### config.mk
export PLATFORM = sky130hd
export DESIGN_NAME = mem_stage_top
export DESIGN_NICKNAME = d
export VERILOG_FILES = /design/src/hw/mem_stage_pkg.sv /design/src/hw/mem_req_if.sv /design/src/hw/dcache_lite.sv /design/src/hw/load_align.sv /design/src/hw/mem_access_prep.sv /design/src/hw/mem_bus_master.sv /design/src/hw/mem_exception.sv /design/src/hw/mem_stage_top.sv
export SDC_FILE = /design/constraint.sdc
export NUM_CORES = 1
export LEC_CHECK = 0
export BUFFER_PORTS_ARGS = -buffer_cell sky130_fd_sc_hd__clkbuf_2
export CAP_MARGIN = 20
export CORE_ASPECT_RATIO = 0.8
export CORE_MARGIN = 2
export CORE_UTILIZATION = 55
export CTS_CLUSTER_SIZE = 20
export DETAILED_ROUTE_END_ITERATION = 12
export PLACE_DENSITY = 0.73
export SLEW_MARGIN = 20
export SYNTH_ARGS = -nofsm -noshare
export SYNTH_HDL_FRONTEND = slang
export SYNTH_SLANG_ARGS = --single-unit
### constraint.sdc
create_clock -name clk -period 6.67 [get_ports clk]
set_input_delay 1.334 -clock clk [delete_from_list [all_inputs] [get_ports clk]]
set_output_delay 1.334 -clock clk [all_outputs]
set_load 0.005 [all_outputs]
### src/hw/mem_stage_pkg.sv
package mem_stage_pkg;

    typedef logic [31:0] word_t;
    typedef logic [4:0]  exc_code_t;
    typedef logic [2:0]  dm_sel_t;
    typedef logic [3:0]  wstrb_t;
    typedef logic [3:0]  rext_t;   // sign, half, lane[1:0]

    localparam exc_code_t EXC_INT  = 5'd0;
    localparam exc_code_t EXC_ADEL = 5'd4;
    localparam exc_code_t EXC_ADES = 5'd5;
    localparam exc_code_t EXC_OV   = 5'd12;

    // stores first, then loads
    localparam dm_sel_t DM_SB  = 3'b000;
    localparam dm_sel_t DM_SH  = 3'b001;
    localparam dm_sel_t DM_SW  = 3'b010;
    localparam dm_sel_t DM_LBU = 3'b011;
    localparam dm_sel_t DM_LB  = 3'b100;
    localparam dm_sel_t DM_LHU = 3'b101;
    localparam dm_sel_t DM_LH  = 3'b110;
    localparam dm_sel_t DM_LW  = 3'b111;

    localparam rext_t REXT_WORD = 4'b1111;

    localparam logic [2:0] UNCACHED_SEG = 3'b101;   // kseg1

    localparam int DC_LINES = 16;
    localparam int DC_IDX_W = $clog2(DC_LINES);
    localparam int DC_TAG_W = 30 - DC_IDX_W;   // word lines, no offset bits

    typedef enum logic {
        BUS_IDLE,
        BUS_WAIT
    } bus_state_t;

endpackage

### src/hw/mem_req_if.sv
`timescale 1ns/1ps

interface mem_req_if;
    import mem_stage_pkg::*;

    logic   req;
    logic   we;
    word_t  addr;      // physical
    word_t  wdata;
    wstrb_t wstrb;
    word_t  rdata;
    logic   data_ok;   // one cycle per request

    modport master (
        output req, we, addr, wdata, wstrb,
        input  rdata, data_ok
    );

    modport slave (
        input  req, we, addr, wdata, wstrb,
        output rdata, data_ok
    );

endinterface

### src/hw/dcache_lite.sv
`timescale 1ns/1ps

module dcache_lite (
    input  logic      clk,
    input  logic      rst,
    mem_req_if.slave  cache_if,
    mem_req_if.master fill_if
);
    import mem_stage_pkg::*;

    word_t               data_mem [DC_LINES];
    logic [DC_TAG_W-1:0] tag_mem  [DC_LINES];
    logic [DC_LINES-1:0] valid;

    logic [DC_IDX_W-1:0] idx;
    logic [DC_TAG_W-1:0] tag;
    logic                hit;
    logic                busy;       // fill_if cycle outstanding
    logic                hit_ok;
    logic                accept;
    logic                fill_done;
    word_t               hit_rdata;
    word_t               merged;

    assign idx = cache_if.addr[DC_IDX_W+1:2];
    assign tag = cache_if.addr[31:DC_IDX_W+2];
    assign hit = valid[idx] && (tag_mem[idx] == tag);

    // data_ok high means the held request was just answered
    assign accept    = cache_if.req && !cache_if.data_ok && !busy;
    assign fill_done = busy && fill_if.data_ok;

    always_comb begin
        merged = data_mem[idx];
        for (int i = 0; i < 4; i++) begin
            if (cache_if.wstrb[i]) begin
                merged[8*i +: 8] = cache_if.wdata[8*i +: 8];
            end
        end
    end

    always_ff @(posedge clk) begin
        if (rst) begin
            busy   <= 1'b0;
            hit_ok <= 1'b0;
            valid  <= '0;
        end else begin
            hit_ok <= accept && !cache_if.we && hit;
            if (accept && (cache_if.we || !hit)) begin
                busy <= 1'b1;
            end else if (fill_done) begin
                busy <= 1'b0;
            end
            if (fill_done && !cache_if.we) begin
                valid[idx] <= 1'b1;
            end
        end
    end

    always_ff @(posedge clk) begin
        if (accept) begin
            hit_rdata <= data_mem[idx];
        end
        if (fill_done) begin
            if (!cache_if.we) begin
                data_mem[idx] <= fill_if.rdata;   // refill
                tag_mem[idx]  <= tag;
            end else if (hit) begin
                data_mem[idx] <= merged;          // keep line coherent, no allocate
            end
        end
    end

    // miss data goes straight back, no extra cycle
    assign cache_if.data_ok = hit_ok || fill_done;
    assign cache_if.rdata   = fill_done ? fill_if.rdata : hit_rdata;

    assign fill_if.req   = busy;
    assign fill_if.we    = cache_if.we;
    assign fill_if.addr  = cache_if.addr;
    assign fill_if.wdata = cache_if.wdata;
    assign fill_if.wstrb = cache_if.wstrb;

endmodule

### src/hw/load_align.sv
`timescale 1ns/1ps

module load_align (
    input  mem_stage_pkg::word_t word,
    input  mem_stage_pkg::rext_t rext,
    output mem_stage_pkg::word_t value
);
    import mem_stage_pkg::*;

    logic [7:0]  byte_sel;
    logic [15:0] half_sel;
    logic        sext;

    assign byte_sel = word[8*rext[1:0] +: 8];
    assign half_sel = rext[1] ? word[31:16] : word[15:0];
    assign sext     = rext[3];

    always_comb begin
        if (rext == REXT_WORD) begin
            value = word;
        end else if (rext[2]) begin
            value = {{16{sext && half_sel[15]}}, half_sel};   // lh / lhu
        end else begin
            value = {{24{sext && byte_sel[7]}}, byte_sel};    // lb / lbu
        end
    end

endmodule

### src/hw/mem_access_prep.sv
`timescale 1ns/1ps

module mem_access_prep (
    input  logic                   clk,
    input  logic                   rst,
    input  logic                   req_valid,
    input  logic                   is_load,
    input  logic                   is_store,
    input  logic                   exception,
    input  mem_stage_pkg::dm_sel_t dm_sel,
    input  mem_stage_pkg::word_t   vaddr,
    input  mem_stage_pkg::word_t   wdata,
    output mem_stage_pkg::rext_t   rext,
    output logic                   ack_noop,
    mem_req_if.master              cache_if,
    mem_req_if.master              unc_if
);
    import mem_stage_pkg::*;

    word_t  paddr;
    word_t  wdata_rep;
    wstrb_t strb;
    logic   uncached;
    logic   access;

    assign paddr    = {3'b000, vaddr[28:0]};
    assign uncached = (vaddr[31:29] == UNCACHED_SEG);
    assign access   = req_valid && (is_load || is_store) && !exception;

    always_comb begin
        case (dm_sel)
            DM_SB: begin
                strb      = 4'b0001 << vaddr[1:0];
                wdata_rep = {4{wdata[7:0]}};
            end
            DM_SH: begin
                strb      = vaddr[1] ? 4'b1100 : 4'b0011;
                wdata_rep = {2{wdata[15:0]}};
            end
            default: begin   // sw and all loads
                strb      = 4'b1111;
                wdata_rep = wdata;
            end
        endcase
    end

    always_comb begin
        case (dm_sel)
            DM_LBU:  rext = {2'b00, vaddr[1:0]};
            DM_LB:   rext = {2'b10, vaddr[1:0]};
            DM_LHU:  rext = {2'b01, vaddr[1], 1'b0};
            DM_LH:   rext = {2'b11, vaddr[1], 1'b0};
            default: rext = REXT_WORD;
        endcase
    end

    assign cache_if.req   = access && !uncached;
    assign cache_if.we    = is_store;
    assign cache_if.addr  = paddr;
    assign cache_if.wdata = wdata_rep;
    assign cache_if.wstrb = strb;

    assign unc_if.req   = access && uncached;
    assign unc_if.we    = is_store;
    assign unc_if.addr  = paddr;
    assign unc_if.wdata = wdata_rep;
    assign unc_if.wstrb = strb;

    // single pulse, request is still held in the pulse cycle
    always_ff @(posedge clk) begin
        if (rst) begin
            ack_noop <= 1'b0;
        end else begin
            ack_noop <= req_valid && (exception || !(is_load || is_store)) && !ack_noop;
        end
    end

endmodule

### src/hw/mem_bus_master.sv
`timescale 1ns/1ps

module mem_bus_master (
    input  logic                  clk,
    input  logic                  rst,
    mem_req_if.slave              fill_if,
    mem_req_if.slave              unc_if,
    output logic                  wb_cyc,
    output logic                  wb_stb,
    output logic                  wb_we,
    output mem_stage_pkg::word_t  wb_adr,
    output mem_stage_pkg::word_t  wb_dat_w,
    output mem_stage_pkg::wstrb_t wb_sel,
    input  mem_stage_pkg::word_t  wb_dat_r,
    input  logic                  wb_ack
);
    import mem_stage_pkg::*;

    bus_state_t state;
    logic       unc_owner;   // uncached path owns the cycle
    logic       we_r;
    logic       fill_ok;
    logic       unc_ok;
    logic       fill_pend;
    logic       unc_pend;
    word_t      rdata_r;

    assign fill_pend = fill_if.req && !fill_if.data_ok;
    assign unc_pend  = unc_if.req && !unc_if.data_ok;

    always_ff @(posedge clk) begin
        if (rst) begin
            state     <= BUS_IDLE;
            unc_owner <= 1'b0;
            fill_ok   <= 1'b0;
            unc_ok    <= 1'b0;
        end else begin
            fill_ok <= 1'b0;
            unc_ok  <= 1'b0;
            case (state)
                BUS_IDLE: begin
                    if (fill_pend || unc_pend) begin
                        state     <= BUS_WAIT;
                        unc_owner <= !fill_pend;
                    end
                end
                BUS_WAIT: begin
                    if (wb_ack) begin
                        state   <= BUS_IDLE;
                        fill_ok <= !unc_owner;
                        unc_ok  <= unc_owner;
                    end
                end
                default: state <= BUS_IDLE;
            endcase
        end
    end

    // bus fields frozen once the cycle starts
    always_ff @(posedge clk) begin
        if (state == BUS_IDLE) begin
            we_r     <= fill_pend ? fill_if.we    : unc_if.we;
            wb_adr   <= fill_pend ? fill_if.addr  : unc_if.addr;
            wb_dat_w <= fill_pend ? fill_if.wdata : unc_if.wdata;
            wb_sel   <= fill_pend ? fill_if.wstrb : unc_if.wstrb;
        end
        if (state == BUS_WAIT && wb_ack) begin
            rdata_r <= wb_dat_r;
        end
    end

    assign wb_cyc = (state == BUS_WAIT);
    assign wb_stb = wb_cyc;
    assign wb_we  = wb_cyc && we_r;

    assign fill_if.data_ok = fill_ok;
    assign fill_if.rdata   = rdata_r;
    assign unc_if.data_ok  = unc_ok;
    assign unc_if.rdata    = rdata_r;

endmodule

### src/hw/mem_exception.sv
`timescale 1ns/1ps

module mem_exception (
    input  logic                     req_valid,
    input  logic                     is_load,
    input  logic                     is_store,
    input  logic                     overflow,
    input  logic                     prior_exc,
    input  logic                     interrupt,
    input  mem_stage_pkg::dm_sel_t   dm_sel,
    input  mem_stage_pkg::word_t     vaddr,
    input  mem_stage_pkg::word_t     pc,
    input  mem_stage_pkg::exc_code_t prior_code,
    output logic                     exception,
    output mem_stage_pkg::exc_code_t exc_code,
    output mem_stage_pkg::word_t     badvaddr
);
    import mem_stage_pkg::*;

    logic ov_exc;
    logic ades;
    logic adel;

    // local checks only count when nothing came in from earlier stages
    assign ov_exc = overflow && !prior_exc;
    assign ades = is_store && !prior_exc &&
                  ((dm_sel == DM_SW && vaddr[1:0] != 2'b00) ||
                   (dm_sel == DM_SH && vaddr[0]));
    assign adel = is_load && !prior_exc &&
                  ((dm_sel == DM_LW && vaddr[1:0] != 2'b00) ||
                   ((dm_sel == DM_LH || dm_sel == DM_LHU) && vaddr[0]));

    assign exception = req_valid && (interrupt || ov_exc || ades || adel || prior_exc);

    always_comb begin
        if (interrupt) begin
            exc_code = EXC_INT;
            badvaddr = '0;
        end else if (ov_exc) begin
            exc_code = EXC_OV;
            badvaddr = '0;
        end else if (ades) begin
            exc_code = EXC_ADES;
            badvaddr = vaddr;
        end else if (adel) begin
            exc_code = EXC_ADEL;
            badvaddr = vaddr;
        end else begin
            exc_code = prior_code;   // fetch side error etc
            badvaddr = pc;
        end
    end

endmodule

### src/hw/mem_stage_top.sv
`timescale 1ns/1ps

module mem_stage_top (
    input  logic                     clk,
    input  logic                     rst,
    input  logic                     req_valid,
    input  logic                     is_load,
    input  logic                     is_store,
    input  logic                     overflow,
    input  logic                     prior_exc,
    input  logic                     interrupt,
    input  mem_stage_pkg::dm_sel_t   dm_sel,
    input  mem_stage_pkg::word_t     vaddr,
    input  mem_stage_pkg::word_t     wdata,
    input  mem_stage_pkg::word_t     pc,
    input  mem_stage_pkg::exc_code_t prior_code,
    output logic                     done,
    output logic                     exception,
    output mem_stage_pkg::exc_code_t exc_code,
    output mem_stage_pkg::word_t     badvaddr,
    output mem_stage_pkg::word_t     rdata,
    output logic                     wb_cyc,
    output logic                     wb_stb,
    output logic                     wb_we,
    output mem_stage_pkg::word_t     wb_adr,
    output mem_stage_pkg::word_t     wb_dat_w,
    output mem_stage_pkg::wstrb_t    wb_sel,
    input  mem_stage_pkg::word_t     wb_dat_r,
    input  logic                     wb_ack
);
    import mem_stage_pkg::*;

    rext_t rext;
    logic  ack_noop;
    word_t raw_word;

    mem_req_if cache_if ();
    mem_req_if fill_if ();
    mem_req_if unc_if ();

    mem_exception u_exc (
        .req_valid (req_valid),
        .is_load   (is_load),
        .is_store  (is_store),
        .overflow  (overflow),
        .prior_exc (prior_exc),
        .interrupt (interrupt),
        .dm_sel    (dm_sel),
        .vaddr     (vaddr),
        .pc        (pc),
        .prior_code(prior_code),
        .exception (exception),
        .exc_code  (exc_code),
        .badvaddr  (badvaddr)
    );

    mem_access_prep u_prep (
        .clk      (clk),
        .rst      (rst),
        .req_valid(req_valid),
        .is_load  (is_load),
        .is_store (is_store),
        .exception(exception),
        .dm_sel   (dm_sel),
        .vaddr    (vaddr),
        .wdata    (wdata),
        .rext     (rext),
        .ack_noop (ack_noop),
        .cache_if (cache_if.master),
        .unc_if   (unc_if.master)
    );

    dcache_lite u_dcache (
        .clk     (clk),
        .rst     (rst),
        .cache_if(cache_if.slave),
        .fill_if (fill_if.master)
    );

    mem_bus_master u_bus (
        .clk     (clk),
        .rst     (rst),
        .fill_if (fill_if.slave),
        .unc_if  (unc_if.slave),
        .wb_cyc  (wb_cyc),
        .wb_stb  (wb_stb),
        .wb_we   (wb_we),
        .wb_adr  (wb_adr),
        .wb_dat_w(wb_dat_w),
        .wb_sel  (wb_sel),
        .wb_dat_r(wb_dat_r),
        .wb_ack  (wb_ack)
    );

    // only one path answers per request
    assign raw_word = unc_if.data_ok ? unc_if.rdata : cache_if.rdata;

    load_align u_align (
        .word (raw_word),
        .rext (rext),
        .value(rdata)
    );

    assign done = ack_noop || cache_if.data_ok || unc_if.data_ok;

endmodule

## Word level (Yosys, flattened, before mapping)

Memories as Yosys holds them, arrays and structs flattened.
Index checks and enable logic that the tools add are counted.

| word-level totals | value |
|---|---|
| output and inout bits | 142 |
| bits in writable memories | 880 |
| memories kept | 2 |
| bits in registers | 153 |
| input port bits | 145 |
| logic and storage cells | 135 |

| cells by class | value |
|---|---|
| bitwise logic cells | 4 |
| multiplexer cells | 38 |
| shifts and indexed selects | 2 |
| order comparisons | 2 |
| eq/ne operators | 10 |
| reduce and logical (&&, ||, !) cells | 63 |

Memories:

| memory | words | bits a word | read ports | clocked after memory_dff | wr ports | RTL line | RTL |
|---|---|---|---|---|---|---|---|
| u_dcache.data_mem | 16 | 32 | 1 | 0 | 1 | dcache_lite.sv:11 | `word_t data_mem [DC_LINES];` |
| u_dcache.tag_mem | 16 | 23 | 1 | 0 | 1 | dcache_lite.sv:12 | `logic [DC_TAG_W-1:0] tag_mem [DC_LINES];` |

Operators with widths:

| kind | count |
|---|---|
| two-way mux 32 bit | 9 |
| one-hot mux 32 bit (2 select lines) | 1 |
| two-way mux 8 bit | 4 |
| indexed part select 32 x 6 -> 8 bit | 1 |
| logical AND 1 bit | 31 |
| equality test 26 x 23 -> 1 bit | 1 |
| two-way mux 5 bit | 4 |
| two-way mux 16 bit | 1 |
| bitwise OR 16 bit | 1 |
| one-hot mux 4 bit (4 select lines) | 1 |
| equality test 3 bit (second input constant) | 5 |
| logical OR 1 bit | 14 |
| logical NOT 1 bit | 13 |
| two-way mux 1 bit | 13 |
| one-hot mux 4 bit (2 select lines) | 1 |
| equality test 3 x 2 -> 1 bit (second input constant) | 2 |
| < comparator 4 x 5 -> 1 bit (second input constant) | 1 |
| binary-select mux 1 bit (select 4 bit) | 1 |
| demux 1 bit (select 4 bit) | 1 |
| equality test 4 bit (second input constant) | 1 |
| greater-or-equal comparator 4 x 1 -> 1 bit (second input constant) | 1 |
| two-way mux 4 bit | 1 |
| nonzero test 2 bit | 2 |
| << shifter 1 x 2 -> 4 bit (first input constant) | 1 |
| 7 further kinds | 8 |

## Depth between registers and ports, before layout

| depth | value |
|---|---|
| depth in word-level cells | 15 |
| gate-level depth with buffers | 14 |
| depth with buffers taken out | 8 |

## Cells and area by module

Synthesis repeated with hierarchy kept, for this count alone.

| second synthesis, totals | value |
|---|---|
| cells, all modules | 2,625 |
| area, all modules | 47,384.2 um2 |

Modules (own cells, without submodules):

| module | area an instance (um2) | sequential area each (um2) | cells each | instances |
|---|---|---|---|---|
| dcache_lite | 39,799.4 | 29,188.0 | 1,929 | 1 |
| mem_bus_master | 4,326.6 | 3,113.0 | 229 | 1 |
| mem_access_prep | 1,386.3 | 20.0 | 186 | 1 |
| mem_exception | 710.7 | 0.0 | 138 | 1 |
| load_align | 610.6 | 0.0 | 106 | 1 |
| mem_stage_top | 550.5 | 0.0 | 37 | 1 |

## Worst setup path after synthesis

OpenSTA, ideal clock, no wires.

| timing | value |
|---|---|
| path type | input to register |
| start | in vaddr[5] |
| end | mem u_dcache.data_mem[6][0] (netlist bit), enable pin |
| arrival | 5.154 ns |
| buffers on the path | 5 |
| data required time | 6.238 ns |
| path slack | 1.084 ns |
| library setup time | 0.432 ns |
| stages | 13 |
| cell sequence | buf_2 > buf_2 > buf_4 > mux4_2 > mux2i_1 > nor2_1 > a21oi_1 > mux2i_1 > nor4_1 > nand4_2 > buf_6 > buf_2 > a21oi_1 |

| between the ends | value |
|---|---|
| word-level cells in the longest chain between the ends | 8 |
| elaborated cells between the ends (all ways) | 10 |
| those cells by class | 1 x eq/ne; 6 x mux; 1 x bitwise; 1 x reduce/logical; 1 x memory |

RTL lines:

| item | RTL line | RTL |
|---|---|---|
| from (decl) | mem_stage_top.sv:13 | `input mem_stage_pkg::word_t vaddr,` |
| memory (16 x 23 bit) / binary-select mux 1 bit (select 4 bit) (equally long branches) | n/a |  |
| equality test 26 x 23 -> 1 bit / two-way mux 1 bit (equally long branches) | dcache_lite.sv:27 | `assign hit = valid[idx] && (tag_mem[idx] == tag);` |
| logical AND 1 bit | dcache_lite.sv:27 |  |
| two-way mux 1 bit | dcache_lite.sv:68 | `end else if (hit) begin` |
| two-way mux 1 bit | dcache_lite.sv:65 | `if (!cache_if.we) begin` |
| two-way mux 1 bit | dcache_lite.sv:64 | `if (fill_done) begin` |
| two-way mux 1 bit (not written as such) | dcache_lite.sv:69 | `data_mem[idx] <= merged;` |
| bitwise OR 1 bit (no line) | n/a |  |
| to (decl) | dcache_lite.sv:11 |  |

Several ways; a longest one is shown, not always the timed one. The select of a mux whose other input is x is not followed.

## Worst setup path in the final report

| timing | value |
|---|---|
| start | in dm_sel[2] |
| end | out rdata[19] |

| between the ends | value |
|---|---|
| word-level cells in the longest chain between the ends | 6 |
| elaborated cells between the ends (all ways) | 12 |
| those cells by class | 5 x eq/ne; 1 x shift; 4 x mux; 2 x reduce/logical |

RTL lines:

| item | RTL line | RTL |
|---|---|---|
| from (decl) | mem_stage_top.sv:12 | `input mem_stage_pkg::dm_sel_t dm_sel,` |
| equality test 3 bit / equality test 3 x 2 -> 1 bit (equally long branches) | mem_access_prep.sv:48 | `case (dm_sel)` |
| one-hot mux 4 bit (4 select lines) * | mem_access_prep.sv:48 |  |
| indexed part select 32 x 6 -> 8 bit / two-way mux 16 bit (equally long branches) | load_align.sv:14, load_align.sv:15 |  |
| logical AND 1 bit, on equally long branches | load_align.sv:24, load_align.sv:22 |  |
| two-way mux 32 bit | load_align.sv:21 | `end else if (rext[2]) begin` |
| two-way mux 32 bit * | load_align.sv:19 | `if (rext == REXT_WORD) begin` |
| to (decl) | mem_stage_top.sv:21 | `output mem_stage_pkg::word_t rdata,` |

Every way passes the cells marked *; elsewhere a longest branch is shown, timed or not.

==> flow_metrics.tcl <==
set metrics [dict create \
    timing.critical_path.arrival_ps 4720 \
    min_period_over_period_pct 90.7 \
    avg_inst_size_synth_um2 19.6 \
    die_w_um 312 \
    yosys_warnings 0 \
    slew_headroom_pct 29.3 \
    worstPathCellList "clkbuf_2 > or3b_2 > and2_1 > nand2b_1 > mux2i_1 > nor2_1 > a21o_1 > nor2_1 > a31oi_1 > clkbuf_2" \
    final_hold_viol_count 0 \
    worstReg2RegEnd "u_dcache.data_mem[10][10]$_DFFE_PP_" \
    fin_tns_setup_ps 0 \
    holdPathStages 1 \
    coreArea_um2 75300 \
    timing_worst_slew_pin_value_ps 1030 \
    worst_setup_path_end_kind "primary output" \
    flow.area_growth_from_synthesis_pct 14.8 \
    net_count_final 2624 \
    syn_area_um2 41800 \
    hold_class "reg -> reg" \
    vdd_drop_max_mv 0.254 \
    h-tree-depth 3 \
    cap_violations 0 \
    drive_gt1_share_pct 32.2 \
    wire_per_inst_um 30.9 \
    fin_util_pct 63.8 \
    antenna_found_initial 7 \
    power_leakage_nw 16.1 \
    setup_slack_of_the_worst_register_to_register_path_ps 2420 \
    design.die.area_um2 78300 \
    grt-ovfl-total 0 \
    clk_latency_ps 680 \
    cts-hold-fix-buffers 0 \
    grt_first_pass_wirelength_um 158000 \
    detailedRoute.firstIterationViolations 3282 \
    ys_async_sr_fraction_pct 0 \
    critical_path.max_stage_delay_ps 740 \
    boundary_pins 287 \
    dp_hpwl_um 67300 \
    post-route-min-period_ps 6050 \
    hold_end "u_prep.ack_noop$_SDFF_PP0_" \
    first_pass_iters 5 \
    clock-sinks 1033 \
    filler_cell_count 5049 \
    clock_slew_at_reported_path_ffs_ps 60 \
    port-buffer-count 283 \
    layout.cells.most_common "sky130_fd_sc_hd__edfxtp_1" \
    synth.ff_latch_count 1033 \
    skew_ps 28.8 \
    drc_errors 0 \
    number_of_global_route_vias_before_repair 22700 \
    globalplace.congestion 0.900 \
    drt-vias-per-instance 6.48 \
    timing.critical_path.required_ps 5340 \
    initial_utilization_pct 55.5 \
    dominantRegCellSynth "sky130_fd_sc_hd__edfxtp_1" \
    setup-violations-final 0 \
    hp-start "u_prep.ack_noop$_SDFF_PP0_" \
    clock-root-buffer "sky130_fd_sc_hd__clkbuf_16" \
    worst_r2r_startpoint "u_dcache.tag_mem[10][7]$_DFFE_PP_" \
    gr-usage-all-layers_pct 28.2 \
    maximum_number_of_pins_on_one_net_before_global_route_repair 82 \
    num_vias 23200 \
    post_cts.repair.setup_buffers 0 \
    rows 90 \
    fmax_mhz 165 \
    rsz0062_at_grt "no" \
    crit_fanout 16 \
    result_of_the_run "completed" \
    ys_types 72 \
    syn-instance-count 2139 \
    power-per-cell-area_nw_per_um2 278 \
    ff2ff_path_depth 7 \
    startpoint_type "input pin" \
    clock_tree.buffer_depth 3 \
    count_of_final_max_slew_check_failures 0 \
    detail-route-antenna-nets 0 \
    synth_edf_count 1010 \
    tritoncts "built" \
    cts_buffers 97 \
    die_height_um 251 \
    drt-total-wl_um 110000 \
    leading_cell_types_in_the_layout_fill_and_taps_excluded "sky130_fd_sc_hd__edfxtp_1, sky130_fd_sc_hd__clkbuf_2, sky130_fd_sc_hd__mux4_2, sky130_fd_sc_hd__mux2i_1, sky130_fd_sc_hd__nor2_1" \
    cts_resizes 0 \
    totalPowerFinal_mw 13.3 \
    crit_slowest_cell "sky130_fd_sc_hd__nor2_1" \
    worstSetupPathType "in -> out" \
    ys_seq_area_share_pct 73.6 \
]
## metrics by stage
step                      setup slack [ps]  cells  hold WS [ps]  area [µm²]
after global placement                 899   3392           407       44900
final                                  620   3574           436       48000
after detailed placement               743   3392           415       44900
after CTS                              723   3571           429       48000
after floorplan                       1080   2141           393       41800
after global routing                   431   3571           449       48000
## sequential cells by signal, indices dropped and copies added (netlist names), 4 cells and up
register,flops
u_bus.fill_if.rdata,32
u_bus.wb_adr,29
u_bus.wb_dat_w,32
u_bus.wb_sel,4
u_dcache.data_mem,512
u_dcache.hit_rdata,32
u_dcache.tag_mem,368
u_dcache.valid,16
## worst max-delay path, delay by kind of cell
kind / cells / cell delay (ps)
AND/OR/NAND/NOR: 5 / 2250
multiplexers: 1 / 420
buffers and inverters: 2 / 360
AO/OA/AOI/OAI: 2 / 340
## power breakdown
part | switching [mW] | leakage [nW] | internal [mW]
combinational | 0.497 | 5.30 | 0.334
clock | 2.36 | 1.49 | 3.00
sequential | 0.0214 | 9.36 | 7.14
## cells in the mapped netlist (all sizes together), types with 7 or more instances
library cell	instances	area, µm²
xnor2	13	114
nand4	12	81.3
a31oi	12	75.1
and3	10	62.6
nor2	123	462
inv	25	93.8
dfxtp	23	460
mux2i	141	1410
nor3	10	50.1
nor2b	10	62.6
a22oi	24	180
o22ai	7	43.8
a32oi	9	78.8
clkbuf	42	158
o21ai	13	65.1
buf	79	516
nand2	79	297
xor2	8	70.1
mux2	81	912
a211oi	10	75.1
mux4	227	5110
edfxtp	1010	30300
nand2b	7	43.8
a21oi	72	360
nand3	10	50.1
## metal layers
metal  global-route usage (%)  vias to the layer above  share of wire (%)
met5                        0                        -              0.049
met4                     7.46                        8                2.6
met3                     8.38                      198                 12
met2                     40.7                     1456                 45
met1                     42.4                    12000                 40
li1                         -                     9450                  -
## kinds of logic (layout without fill, tap and decap cells)
| logic type | Yosys count | in the layout | synth area share [%] |
|---|---|---|---|
| flip-flops | 1033 | 1033 | 73.6 |
| multiplexers | 449 | 449 | 17.8 |
| AND/OR/NAND/NOR | 294 | 294 | 3.25 |
| AO/OA/AOI/OAI | 194 | 194 | 3.07 |
| buffers and inverters | 147 | 565 | 1.84 |
| XOR/XNOR | 21 | 21 | 0.440 |
| other | 1 | 6 | 0.00897 |
## worst max-delay path by stage
stage                         start                           endpoint  depth (start not counted)
after floorplan            vaddr[5]  u_dcache.data_mem[6][0]$_DFFE_PP_                         13
after global placement    dm_sel[2]                          rdata[19]                         10
after detailed placement  dm_sel[2]                          rdata[21]                         10
after CTS                 dm_sel[2]                          rdata[21]                         10
after global routing      dm_sel[2]                          rdata[19]                         10
final                     dm_sel[2]                          rdata[19]                         10
## cell type report
| type | count | area, µm² | share of cell area (%) |
|---|---|---|---|
| Antenna cell | 3 | 7.51 | 0.0156 |
| Clock buffer | 121 | 2560 | 5.33 |
| Clock inverter | 58 | 503 | 1.05 |
| Inverter | 26 | 98.8 | 0.206 |
| Multi-Input combinational cell | 961 | 10600 | 22.0 |
| Sequential cell | 1033 | 30800 | 64.1 |
| Tap cell | 1012 | 1270 | 2.64 |
| Timing Repair Buffer | 360 | 2250 | 4.69 |
(Power assumes the default switching activity.)
